===== src/logic/fpuPkg.sv =====
package fpuPkg;

  // Packed IEEE single
  typedef logic [31:0] fpWordT;

  // Operation code
  typedef logic [1:0] opT;

  // Special result class
  typedef logic [1:0] specT;

  // Working exponent, signed so underflow shows as negative
  typedef logic signed [9:0] workExpT;

  // Significand with hidden bit
  typedef logic [23:0] sigT;

  // Working significand
  // Bit 49 is the carry position, bit 48 the hidden-bit position
  typedef logic [49:0] rawSigT;

  // Operation codes, code 3 is reserved
  localparam opT OpAdd = 2'd0;
  localparam opT OpSub = 2'd1;
  localparam opT OpMul = 2'd2;

  // Special result classes
  localparam specT SpecNone = 2'd0;
  localparam specT SpecNan  = 2'd1;
  localparam specT SpecInf  = 2'd2;
  localparam specT SpecZero = 2'd3;

  // Exponent constants
  localparam workExpT ExpBias = 10'sd127;
  localparam workExpT ExpMax  = 10'sd255;

  // Canonical NaN
  localparam fpWordT CanonNan = 32'hFFFF_FFFF;

endpackage


===== src/logic/fpuOperandIntf.sv =====
`timescale 1ns/100ps

interface fpuOperandIntf;
  import fpuPkg::*;

  // Forward valid, backward stall
  logic valid;
  logic stall;

  // Operation, subtract already folded into signB
  opT op;

  // Unpacked operands
  logic    signA;
  logic    signB;
  workExpT expA;
  workExpT expB;
  sigT     sigA;
  sigT     sigB;

  // Special-case decision
  specT spec;
  logic specSign;

  modport src (output valid, op, signA, signB, expA, expB, sigA, sigB, spec, specSign,
               input stall);
  modport dst (input valid, op, signA, signB, expA, expB, sigA, sigB, spec, specSign,
               output stall);

endinterface


===== src/logic/fpuRawIntf.sv =====
`timescale 1ns/100ps

interface fpuRawIntf;
  import fpuPkg::*;

  // Forward valid, backward stall
  logic valid;
  logic stall;

  // Unrounded value
  logic    sign;
  workExpT exp;
  rawSigT  sig;

  // Special-case decision carried along
  specT spec;
  logic specSign;

  // Producer side
  modport src (output valid, sign, exp, sig, spec, specSign,
               input stall);

  // Consumer side
  modport dst (input valid, sign, exp, sig, spec, specSign,
               output stall);

endinterface


===== src/logic/fpuComputeStage.sv =====
`timescale 1ns/100ps

module fpuComputeStage (
  input  logic       clk,
  input  logic       rstN,
  fpuOperandIntf.dst opIn,
  fpuRawIntf.src     rawOut
);
  import fpuPkg::*;

  logic        loadEn;
  logic        aBigger;
  logic        bigSign;
  workExpT     bigExp;
  workExpT     expDiff;
  logic [26:0] bigExt;
  logic [26:0] smallExt;
  logic [26:0] smallAl;
  logic [26:0] lostBits;
  logic        sticky;
  logic        effSub;
  logic [27:0] sum;
  logic [47:0] product;
  logic        nextSign;
  workExpT     nextExp;
  rawSigT      nextSig;
  specT        nextSpec;
  logic        nextSpecSign;

  assign loadEn     = !rawOut.valid || !rawOut.stall;
  assign opIn.stall = rawOut.valid && rawOut.stall;

  // Order by magnitude
  assign aBigger  = {opIn.expA, opIn.sigA} >= {opIn.expB, opIn.sigB};
  assign bigSign  = aBigger ? opIn.signA : opIn.signB;
  assign bigExp   = aBigger ? opIn.expA : opIn.expB;
  assign expDiff  = aBigger ? (opIn.expA - opIn.expB) : (opIn.expB - opIn.expA);
  // Three extra bits for guard, round and sticky
  assign bigExt   = aBigger ? {opIn.sigA, 3'b000} : {opIn.sigB, 3'b000};
  assign smallExt = aBigger ? {opIn.sigB, 3'b000} : {opIn.sigA, 3'b000};
  assign effSub   = opIn.signA ^ opIn.signB;

  // Alignment shift with sticky
  always_comb begin
    if (expDiff > 10'sd26) begin
      smallAl  = '0;
      lostBits = smallExt;
    end else begin
      {smallAl, lostBits} = {smallExt, 27'd0} >> expDiff[4:0];
    end
    sticky = |lostBits;
    smallAl[0] = smallAl[0] | sticky;
  end

  // Larger minus smaller never goes negative
  assign sum = effSub ? ({1'b0, bigExt} - {1'b0, smallAl})
                      : ({1'b0, bigExt} + {1'b0, smallAl});

  assign product = opIn.sigA * opIn.sigB;

  always_comb begin
    nextSpec     = opIn.spec;
    nextSpecSign = opIn.specSign;
    if (opIn.op == OpMul) begin
      nextSign = opIn.signA ^ opIn.signB;
      nextExp  = opIn.expA + opIn.expB - ExpBias;
      nextSig  = {product, 2'b00};
    end else begin
      nextSign = bigSign;
      nextExp  = bigExp;
      // Sum at the top, carry lands on bit 49
      nextSig  = {sum, 22'd0};
      // Exact cancellation gives +0
      if (effSub && sum == '0 && opIn.spec == SpecNone) begin
        nextSpec     = SpecZero;
        nextSpecSign = 1'b0;
      end
    end
  end

  always_ff @(posedge clk or negedge rstN) begin
    if (!rstN) begin
      rawOut.valid <= 1'b0;
    end else if (loadEn) begin
      rawOut.valid <= opIn.valid;
    end
  end

  always_ff @(posedge clk) begin
    if (loadEn) begin
      rawOut.sign     <= nextSign;
      rawOut.exp      <= nextExp;
      rawOut.sig      <= nextSig;
      rawOut.spec     <= nextSpec;
      rawOut.specSign <= nextSpecSign;
    end
  end

endmodule


===== src/logic/fpuNormalizeStage.sv =====
`timescale 1ns/100ps

module fpuNormalizeStage (
  input  logic   clk,
  input  logic   rstN,
  fpuRawIntf.dst rawIn,
  fpuRawIntf.src rawOut
);
  import fpuPkg::*;

  logic       loadEn;
  logic [5:0] leadPos;
  logic [5:0] shiftAmt;
  logic       sigZero;
  logic       lostBit;
  rawSigT     normSig;
  workExpT    normExp;
  rawSigT     nextSig;
  specT       nextSpec;
  logic       nextSpecSign;

  assign loadEn      = !rawOut.valid || !rawOut.stall;
  assign rawIn.stall = rawOut.valid && rawOut.stall;

  assign sigZero = (rawIn.sig == '0);

  // Priority search for the leading one below the carry bit
  always_comb begin
    leadPos = 6'd0;
    for (int i = 0; i < 49; i++) begin
      if (rawIn.sig[i]) begin
        leadPos = 6'(i);
      end
    end
  end

  assign shiftAmt = 6'd48 - leadPos;

  always_comb begin
    if (rawIn.sig[49]) begin
      // Carry out, one step right
      normSig = rawIn.sig >> 1;
      normExp = rawIn.exp + 10'sd1;
      lostBit = rawIn.sig[0];
    end else begin
      normSig = rawIn.sig << shiftAmt;
      normExp = rawIn.exp - workExpT'({4'b0000, shiftAmt});
      lostBit = 1'b0;
    end
  end

  // Keep fraction, guard and round, fold the rest into bit 0
  assign nextSig = {normSig[49:23], 22'd0, (|normSig[22:0]) | lostBit};

  always_comb begin
    nextSpec     = rawIn.spec;
    nextSpecSign = rawIn.specSign;
    // Zero or below the normal range
    if (rawIn.spec == SpecNone && (sigZero || normExp <= 10'sd0)) begin
      nextSpec     = SpecZero;
      nextSpecSign = rawIn.sign;
    end
  end

  always_ff @(posedge clk or negedge rstN) begin
    if (!rstN) begin
      rawOut.valid <= 1'b0;
    end else if (loadEn) begin
      rawOut.valid <= rawIn.valid;
    end
  end

  always_ff @(posedge clk) begin
    if (loadEn) begin
      rawOut.sign     <= rawIn.sign;
      rawOut.exp      <= normExp;
      rawOut.sig      <= nextSig;
      rawOut.spec     <= nextSpec;
      rawOut.specSign <= nextSpecSign;
    end
  end

endmodule


===== src/logic/fpuOperandStage.sv =====
`timescale 1ns/100ps

module fpuOperandStage (
  input  logic           clk,
  input  logic           rstN,
  input  logic           inReq,
  input  fpuPkg::opT     inOp,
  input  fpuPkg::fpWordT inA,
  input  fpuPkg::fpWordT inB,
  output logic           inAck,
  fpuOperandIntf.src     opOut
);
  import fpuPkg::*;

  typedef enum logic {idle, waitReqLow} inStateT;

  inStateT state;
  logic    regFree;
  logic    capture;
  logic    zeroA, zeroB, infA, infB, nanA, nanB;
  logic    effSignB;
  specT    nextSpec;
  logic    nextSpecSign;

  // Register free when empty or its item moves on
  assign regFree = !opOut.valid || !opOut.stall;
  assign capture = (state == idle) && inReq && regFree;
  assign inAck   = (state == waitReqLow);

  // Classify, denormals count as zero
  assign zeroA = (inA[30:23] == 8'h00);
  assign zeroB = (inB[30:23] == 8'h00);
  assign infA  = (inA[30:23] == 8'hFF) && (inA[22:0] == '0);
  assign infB  = (inB[30:23] == 8'hFF) && (inB[22:0] == '0);
  assign nanA  = (inA[30:23] == 8'hFF) && (inA[22:0] != '0);
  assign nanB  = (inB[30:23] == 8'hFF) && (inB[22:0] != '0);

  // Subtract becomes add of negated B
  assign effSignB = inB[31] ^ (inOp == OpSub);

  always_comb begin
    nextSpec     = SpecNone;
    nextSpecSign = 1'b0;
    if (inOp == OpMul) begin
      if (nanA || nanB || (infA && zeroB) || (zeroA && infB)) begin
        nextSpec = SpecNan;
      end else if (infA || infB) begin
        nextSpec     = SpecInf;
        nextSpecSign = inA[31] ^ inB[31];
      end
    end else if (inOp == OpAdd || inOp == OpSub) begin
      if (nanA || nanB || (infA && infB && (inA[31] != effSignB))) begin
        nextSpec = SpecNan;
      end else if (infA || infB) begin
        nextSpec = SpecInf;
        // Infinity keeps its own sign
        nextSpecSign = infA ? inA[31] : effSignB;
      end
    end else begin
      // Reserved code
      nextSpec = SpecNan;
    end
  end

  // Input handshake and valid
  always_ff @(posedge clk or negedge rstN) begin
    if (!rstN) begin
      state       <= idle;
      opOut.valid <= 1'b0;
    end else begin
      if (regFree) begin
        opOut.valid <= capture;
      end
      if (capture) begin
        state <= waitReqLow;
      end else if (state == waitReqLow && !inReq) begin
        state <= idle;
      end
    end
  end

  // Unpacked operand register
  always_ff @(posedge clk) begin
    if (capture) begin
      opOut.op       <= inOp;
      opOut.signA    <= inA[31];
      opOut.signB    <= effSignB;
      opOut.expA     <= workExpT'({2'b00, inA[30:23]});
      opOut.expB     <= workExpT'({2'b00, inB[30:23]});
      // Hidden bit restored, flushed operands get zero significand
      opOut.sigA     <= zeroA ? '0 : {1'b1, inA[22:0]};
      opOut.sigB     <= zeroB ? '0 : {1'b1, inB[22:0]};
      opOut.spec     <= nextSpec;
      opOut.specSign <= nextSpecSign;
    end
  end

endmodule


===== src/logic/fpuRoundStage.sv =====
`timescale 1ns/100ps

module fpuRoundStage (
  input  logic           clk,
  input  logic           rstN,
  fpuRawIntf.dst         rawIn,
  output logic           outReq,
  output fpuPkg::fpWordT outResult,
  input  logic           outAck
);
  import fpuPkg::*;

  typedef enum logic [1:0] {idle, reqHigh, waitAckLow} outStateT;

  outStateT    state;
  logic        guardBit;
  logic        roundBit;
  logic        stickyBit;
  logic        roundUp;
  logic [24:0] roundedMant;
  logic [22:0] fracOut;
  workExpT     expOut;
  fpWordT      packedWord;

  // Hidden bit at 48 and fraction from 47 down to 25
  assign guardBit  = rawIn.sig[24];
  assign roundBit  = rawIn.sig[23];
  assign stickyBit = |rawIn.sig[22:0];

  // Nearest even with ties to the even fraction
  assign roundUp = guardBit && (roundBit || stickyBit || rawIn.sig[25]);

  assign roundedMant = {1'b0, rawIn.sig[48:25]} + {24'd0, roundUp};

  always_comb begin
    if (roundedMant[24]) begin
      // Renormalize after a rounding carry
      fracOut = roundedMant[23:1];
      expOut  = rawIn.exp + 10'sd1;
    end else begin
      fracOut = roundedMant[22:0];
      expOut  = rawIn.exp;
    end
  end

  always_comb begin
    case (rawIn.spec)
      SpecNan:  packedWord = CanonNan;
      SpecInf:  packedWord = {rawIn.specSign, 8'hFF, 23'd0};
      SpecZero: packedWord = {rawIn.specSign, 31'd0};
      default: begin
        if (expOut >= ExpMax) begin
          // Overflow to signed infinity
          packedWord = {rawIn.sign, 8'hFF, 23'd0};
        end else begin
          packedWord = {rawIn.sign, expOut[7:0], fracOut};
        end
      end
    endcase
  end

  // Busy until the sink has dropped outAck
  assign rawIn.stall = (state != idle);
  assign outReq      = (state == reqHigh);

  always_ff @(posedge clk or negedge rstN) begin
    if (!rstN) begin
      state <= idle;
    end else begin
      case (state)
        idle:       if (rawIn.valid) state <= reqHigh;
        reqHigh:    if (outAck) state <= waitAckLow;
        waitAckLow: if (!outAck) state <= idle;
        default:    state <= idle;
      endcase
    end
  end

  // Result held stable while outReq is up
  always_ff @(posedge clk) begin
    if (state == idle && rawIn.valid) begin
      outResult <= packedWord;
    end
  end

endmodule


===== src/logic/fpuTop.sv =====
`timescale 1ns/100ps

module fpuTop (
  input  logic           clk,
  input  logic           rstN,
  input  logic           inReq,
  input  fpuPkg::opT     inOp,
  input  fpuPkg::fpWordT inA,
  input  fpuPkg::fpWordT inB,
  output logic           inAck,
  output logic           outReq,
  output fpuPkg::fpWordT outResult,
  input  logic           outAck
);

  // Operand stage to compute stage
  fpuOperandIntf opLink ();

  // Compute to normalize, normalize to round
  fpuRawIntf rawMid ();
  fpuRawIntf rawLate ();

  // Input handshake, unpack and classify
  fpuOperandStage uOperand (
    .clk   (clk),
    .rstN  (rstN),
    .inReq (inReq),
    .inOp  (inOp),
    .inA   (inA),
    .inB   (inB),
    .inAck (inAck),
    .opOut (opLink)
  );

  // Align and add, or multiply
  fpuComputeStage uCompute (
    .clk    (clk),
    .rstN   (rstN),
    .opIn   (opLink),
    .rawOut (rawMid)
  );

  // Leading one to the hidden-bit position
  fpuNormalizeStage uNormalize (
    .clk    (clk),
    .rstN   (rstN),
    .rawIn  (rawMid),
    .rawOut (rawLate)
  );

  // Round, pack and output handshake
  fpuRoundStage uRound (
    .clk       (clk),
    .rstN      (rstN),
    .rawIn     (rawLate),
    .outReq    (outReq),
    .outResult (outResult),
    .outAck    (outAck)
  );

endmodule


===== config.mk =====
export PLATFORM = sky130hd
export DESIGN_NAME = fpuTop
export DESIGN_NICKNAME = d
export VERILOG_FILES = /design/src/logic/fpuPkg.sv /design/src/logic/fpuOperandIntf.sv /design/src/logic/fpuRawIntf.sv /design/src/logic/fpuComputeStage.sv /design/src/logic/fpuNormalizeStage.sv /design/src/logic/fpuOperandStage.sv /design/src/logic/fpuRoundStage.sv /design/src/logic/fpuTop.sv
export SDC_FILE = /design/constraint.sdc
export NUM_CORES = 2
export LEC_CHECK = 0
export ABC_AREA = 1
export BUFFER_PORTS_ARGS = -buffer_cell sky130_fd_sc_hd__buf_2
export CORE_MARGIN = 4
export CORE_UTILIZATION = 60
export CTS_BUF_LIST = sky130_fd_sc_hd__clkbuf_8
export DETAILED_ROUTE_END_ITERATION = 10
export PLACE_DENSITY_LB_ADDON = 0.1
export SYNTH_ARGS = -nofsm -noshare
export SYNTH_HDL_FRONTEND = slang
export SYNTH_SLANG_ARGS = --single-unit

===== constraint.sdc =====
create_clock -name clk -period 7.15 [get_ports clk]
set_input_delay 1.43 -clock clk [delete_from_list [all_inputs] [get_ports clk]]
set_output_delay 1.43 -clock clk [all_outputs]
set_load 0.02 [all_outputs]

==> reports/summary.md <==
The run finished, with violations left. The checks that failed: negative setup slack. The number of hold-slack violations in the final timing report was 0; the area added between synthesis and finish was 19.4%. 104 I/O pins were placed. Measured along the x axis, the die boundary spans 259 um. The logs give -0.796 ns for the final worst slack and 212 for the clock sink total. The arrival time at the worst endpoint came out at 8.28 ns. The run gives 0.359 as the total routing usage reported by global routing. Most frequently used flop master after synthesis: sky130_fd_sc_hd__edfxtp_1. The y dimension of the die came out at 259 um. In this run the worst hold path is classified as flop to flop. Setup violations remaining at the end of the flow were counted as 19.

The simple-gate share of the synthesized area works out to 0.208. For the full die area, the log shows 66,900 sq um. By area, the combinational part of the netlist is dominated by adder cells.

The worst setup path is launched from a flop. The via count is 35,331, and the xor-xnor portion of the synthesized cell area is 0.0278. When the netlist entered floorplanning its net count stood at 5,889. Detailed placement finished with a half-perimeter wire length of 95,000 um. The actual transition at the worst max-transition pin is 1.15 ns, and the number of antenna cells inserted is 0.

Across the run, the number of max-cap violations was 0. The synthesized design contains 212 register bits. The clock slew seen by the registers of the worst setup and hold paths came out at 0.07 ns. Counting along the longest clock path gives a buffer depth of 3. The tools report the quantity of hold-fixing buffers added after cts as 0. Number of antenna violations at the first check in global routing: 2.

The via count of the first global-routing pass is 35,395, and the weighted congestion at the end of routability-driven global placement is 1.00. In this run the mean area of a mapped cell was 7.47 sq um. The global-route congestion overflow total is 0. The biggest area contributor in the post-synthesis netlist is sky130_fd_sc_hd__fa_1. The run gives 91 as the cell row count. The routed design could run at a clock period as short as 7.95 ns. The total length of routed wires was 121,000 um; the H-tree depth was 2. The post-route clock period utilization works out to 1.11. The mux contribution to synthesized area was 0.00295. The worst setup path is of the flop to flop kind. Counting flops with a built-in enable in the synthesized netlist gives 206. The tools report the total iterations of the first detailed-routing run as 8. The fraction of the mapped netlist area in adder cells was 0.353; the area of placed instances was 42,300 sq um. The logs give 190,000 um for the first-pass GRT wire length and 61,900 sq um for the placeable core region.

The maximum frequency from static timing analysis was 126 MHz; the fraction of synthesis flops using an asynchronous set or reset pin was 0.0283. Entering global routing, the biggest net connects 67 pins. During synthesis, Yosys emitted a total of 0 warnings. In this design, the stage delay of the slowest critical-path cell is 0.54 ns.

Master of the slowest instance on the critical path: sky130_fd_sc_hd__fa_1. The netlist area before placement is 37,700 sq um. Clock skew on the completed layout was measured at 0.0579 ns. The fraction of layout cells with a size suffix above 1 works out to 0.192.

Synthesis handed over a netlist of 5,046 instances. Setup repair after global routing could not meet its margin everywhere. The source-to-sink clock delay at the later pin of the worst-skew pair was 0.64 ns. The count of final max-slew check failures is 0.

Portion of synthesized cell area occupied by the leading cell type: 0.258. The number of clock buffers inserted by TritonCTS was 41. The tools report the cell at the root of the clock tree as sky130_fd_sc_hd__clkbuf_8.

Summing all non-filler instances in the final layout gives an area of 45,000 sq um. For this run, the post-layout net count is 6,371. The post-synthesis sequential area ratio is 0.168. After detailed routing, the average wire length per cell comes to 19.0 um.

In this run the remaining antenna-violating nets after routing total 0. By area the synthesized netlist is led by sky130_fd_sc_hd__fa_1 26%, sky130_fd_sc_hd__edfxtp_1 16%, sky130_fd_sc_hd__nand2_1 13%. The capturing element type of the critical path is a flop. The effective utilization at floorplan was 0.608. Data on the critical path is required at its endpoint by 7.49 ns. The synthesized-area fraction occupied by ao, oa, aoi and oai cells came out at 0.0961.

TritonCTS built the clock tree. The number of DRC markers in iteration 0 is 3,567. Dividing the detail-routed via count by the number of cells gives 5.52. For this run, design rule violations remaining after detail routing come to 0. For the count of different cell masters after synthesis, the log shows 75. The number of inserted filler cells in the final layout came out at 5,084. Worst max-slew margin expressed relative to the limit: 0.235. The cell with the most instances on the worst path is sky130_fd_sc_hd__inv_2. The critical-path maximum fanout was 5.

Port buffering added 103 buffers.
==> cells in the mapped netlist, types with 4 or more instances <==
master and instances:
sky130_fd_sc_hd__or2_2 10, sky130_fd_sc_hd__inv_2 21, sky130_fd_sc_hd__nand3_2 5, sky130_fd_sc_hd__dfrtp_1 6, sky130_fd_sc_hd__a22oi_1 5, sky130_fd_sc_hd__nand3_1 207
sky130_fd_sc_hd__o21ai_2 12, sky130_fd_sc_hd__buf_6 14, sky130_fd_sc_hd__o21ai_1 90, sky130_fd_sc_hd__buf_1 11, sky130_fd_sc_hd__or2_1 4, sky130_fd_sc_hd__fa_1 486
sky130_fd_sc_hd__clkbuf_1 208, sky130_fd_sc_hd__a21oi_1 161, sky130_fd_sc_hd__xnor2_1 42, sky130_fd_sc_hd__xor2_2 4, sky130_fd_sc_hd__edfxtp_1 206, sky130_fd_sc_hd__a21o_1 5
sky130_fd_sc_hd__inv_1 1119, sky130_fd_sc_hd__nand2_1 1280, sky130_fd_sc_hd__o21bai_1 8, sky130_fd_sc_hd__clkinv_1 5, sky130_fd_sc_hd__xor2_1 70, sky130_fd_sc_hd__o31ai_1 8
sky130_fd_sc_hd__o21ai_4 4, sky130_fd_sc_hd__o221ai_1 4, sky130_fd_sc_hd__o211ai_1 22, sky130_fd_sc_hd__o21a_1 24, sky130_fd_sc_hd__nor4_1 15, sky130_fd_sc_hd__o22ai_1 12
sky130_fd_sc_hd__nor2_1 270, sky130_fd_sc_hd__nand4_1 49, sky130_fd_sc_hd__a31oi_1 17, sky130_fd_sc_hd__ha_1 287, sky130_fd_sc_hd__nand2_2 12, sky130_fd_sc_hd__buf_4 10
sky130_fd_sc_hd__mux2i_1 10, sky130_fd_sc_hd__o21ai_0 238, sky130_fd_sc_hd__nor3_1 32
==> placed cells by master, fill, tap and decap left out, types with 12 or more instances in the layout <==
cell type,Yosys,routed
sky130_fd_sc_hd__o21ai_1,90,86
sky130_fd_sc_hd__clkbuf_8,0,43
sky130_fd_sc_hd__nand4_1,49,49
sky130_fd_sc_hd__xor2_1,70,65
sky130_fd_sc_hd__buf_2,3,103
sky130_fd_sc_hd__buf_6,14,36
sky130_fd_sc_hd__nand2_2,12,37
sky130_fd_sc_hd__a21oi_1,161,143
sky130_fd_sc_hd__a21oi_2,2,16
sky130_fd_sc_hd__buf_12,1,19
sky130_fd_sc_hd__edfxtp_1,206,206
sky130_fd_sc_hd__xnor2_1,42,35
sky130_fd_sc_hd__inv_2,21,70
sky130_fd_sc_hd__o22ai_1,12,12
sky130_fd_sc_hd__nor2_2,1,13
sky130_fd_sc_hd__nor4_1,15,13
sky130_fd_sc_hd__nor3_1,32,26
sky130_fd_sc_hd__inv_1,1119,1080
sky130_fd_sc_hd__o21ai_0,238,209
sky130_fd_sc_hd__o21ai_2,12,43
sky130_fd_sc_hd__buf_4,10,523
sky130_fd_sc_hd__o21a_1,24,24
sky130_fd_sc_hd__ha_1,287,254
sky130_fd_sc_hd__nor2_1,270,255
sky130_fd_sc_hd__ha_4,0,26
sky130_fd_sc_hd__fa_1,486,480
sky130_fd_sc_hd__nand2_1,1280,1248
sky130_fd_sc_hd__nand3_1,207,200
sky130_fd_sc_hd__o211ai_1,22,22
==> critical path, delay by kind of cell (launching register included) <==
family	cells	cell delay, ns
flops	1	0.42
fa+ha+maj	8	3.00
compound gates	9	1.41
buf+inv	14	1.11
xor+xnor	1	0.12
simple gates	18	1.58
==> kinds of logic (layout without fill, tap and decap cells) <==
logic type | count (synthesis) | after routing
simple gates | 1904 | 1904
mux | 11 | 11
xor+xnor | 116 | 116
buf+inv | 1396 | 1909
flops | 212 | 212
compound gates | 634 | 634
fa+ha+maj | 773 | 773
==> repair_timing <==
| action | in CTS | in global routing |
|---|---|---|
| setup endpoints to repair | 21 | 28 |
| setup buffers | 49 | 36 |
| pin swaps | 58 | 94 |
| gates cloned | 1 | 2 |
| resized for setup | 131 | 185 |
==> cell type report <==
type                    instances  area (sq um)  area share
well taps                     837          1050      0.0233
multi-input cells            3438         27100       0.601
clock inverters                31           255     0.00567
flip-flops and latches        212          6340       0.141
repair buffers                688          5390       0.120
clock buffers                  43           592      0.0132
inverters                    1147          4320      0.0961
==> sequential cells by signal, indices dropped and copies added, names as in the netlist, 8 cells and up <==
signal and cells:
uCompute.rawOut.sig 48, uRound.outResult 32, uOperand.opOut.sigB 24, uOperand.opOut.sigA 24, uCompute.rawOut.exp 10, uOperand.opOut.expB 8, uNormalize.rawOut.exp 10, uNormalize.rawOut.sig 27
uOperand.opOut.expA 8
==> routing by layer <==
| layer | GRT usage | vias to the layer above | part of all wire |
|---|---|---|---|
| met2 | 0.584 | 1721 | 0.46 |
| met3 | 0.0750 | 353 | 0.10 |
| met4 | 0.118 | 4 | 0.042 |
| met5 | 0 | - | 0.00019 |
| li1 | - | 16428 | - |
| met1 | 0.485 | 16825 | 0.40 |
==> worst paths after layout <==
path | from | endpoint | slack (ns) | cells after the start
max | uOperand.opOut.sigA[5] | uCompute.rawOut.sig[47] | -0.80 | 50
min | uOperand.opOut.valid | uCompute.rawOut.valid | 0.46 | 2
max reg2reg | uOperand.opOut.sigA[5] | uCompute.rawOut.sig[47] | -0.80 | 50
min reg2reg | uOperand.opOut.valid | uCompute.rawOut.valid | 0.46 | 2
max in group asynchronous | rstN | uNormalize.rawOut.valid | 6.39 | 1
min in group asynchronous | rstN | uOperand.inAck | 0.60 | 1
==> through the flow <==
stage / setup TNS, ns / setup slack (ns) / utilization / hold WS, ns / cells
3_3_place_gp: -9.72 / -0.944 / 0.683 / 0.438 / 6246
4_1_cts: -5.09 / -0.448 / 0.712 / 0.462 / 6369
3_5_place_dp: -10.71 / -0.887 / 0.683 / 0.438 / 6246
5_1_grt: -15.53 / -1.09 / 0.726 / 0.492 / 6396
6_report: -10.27 / -0.796 / 0.726 / 0.462 / 6396
2_1_floorplan: -0.581 / -0.198 / - / 0.423 / 5046
Power is not shown: default switching activity piles up to over one toggle a cycle in this logic, so the estimate is an artifact.
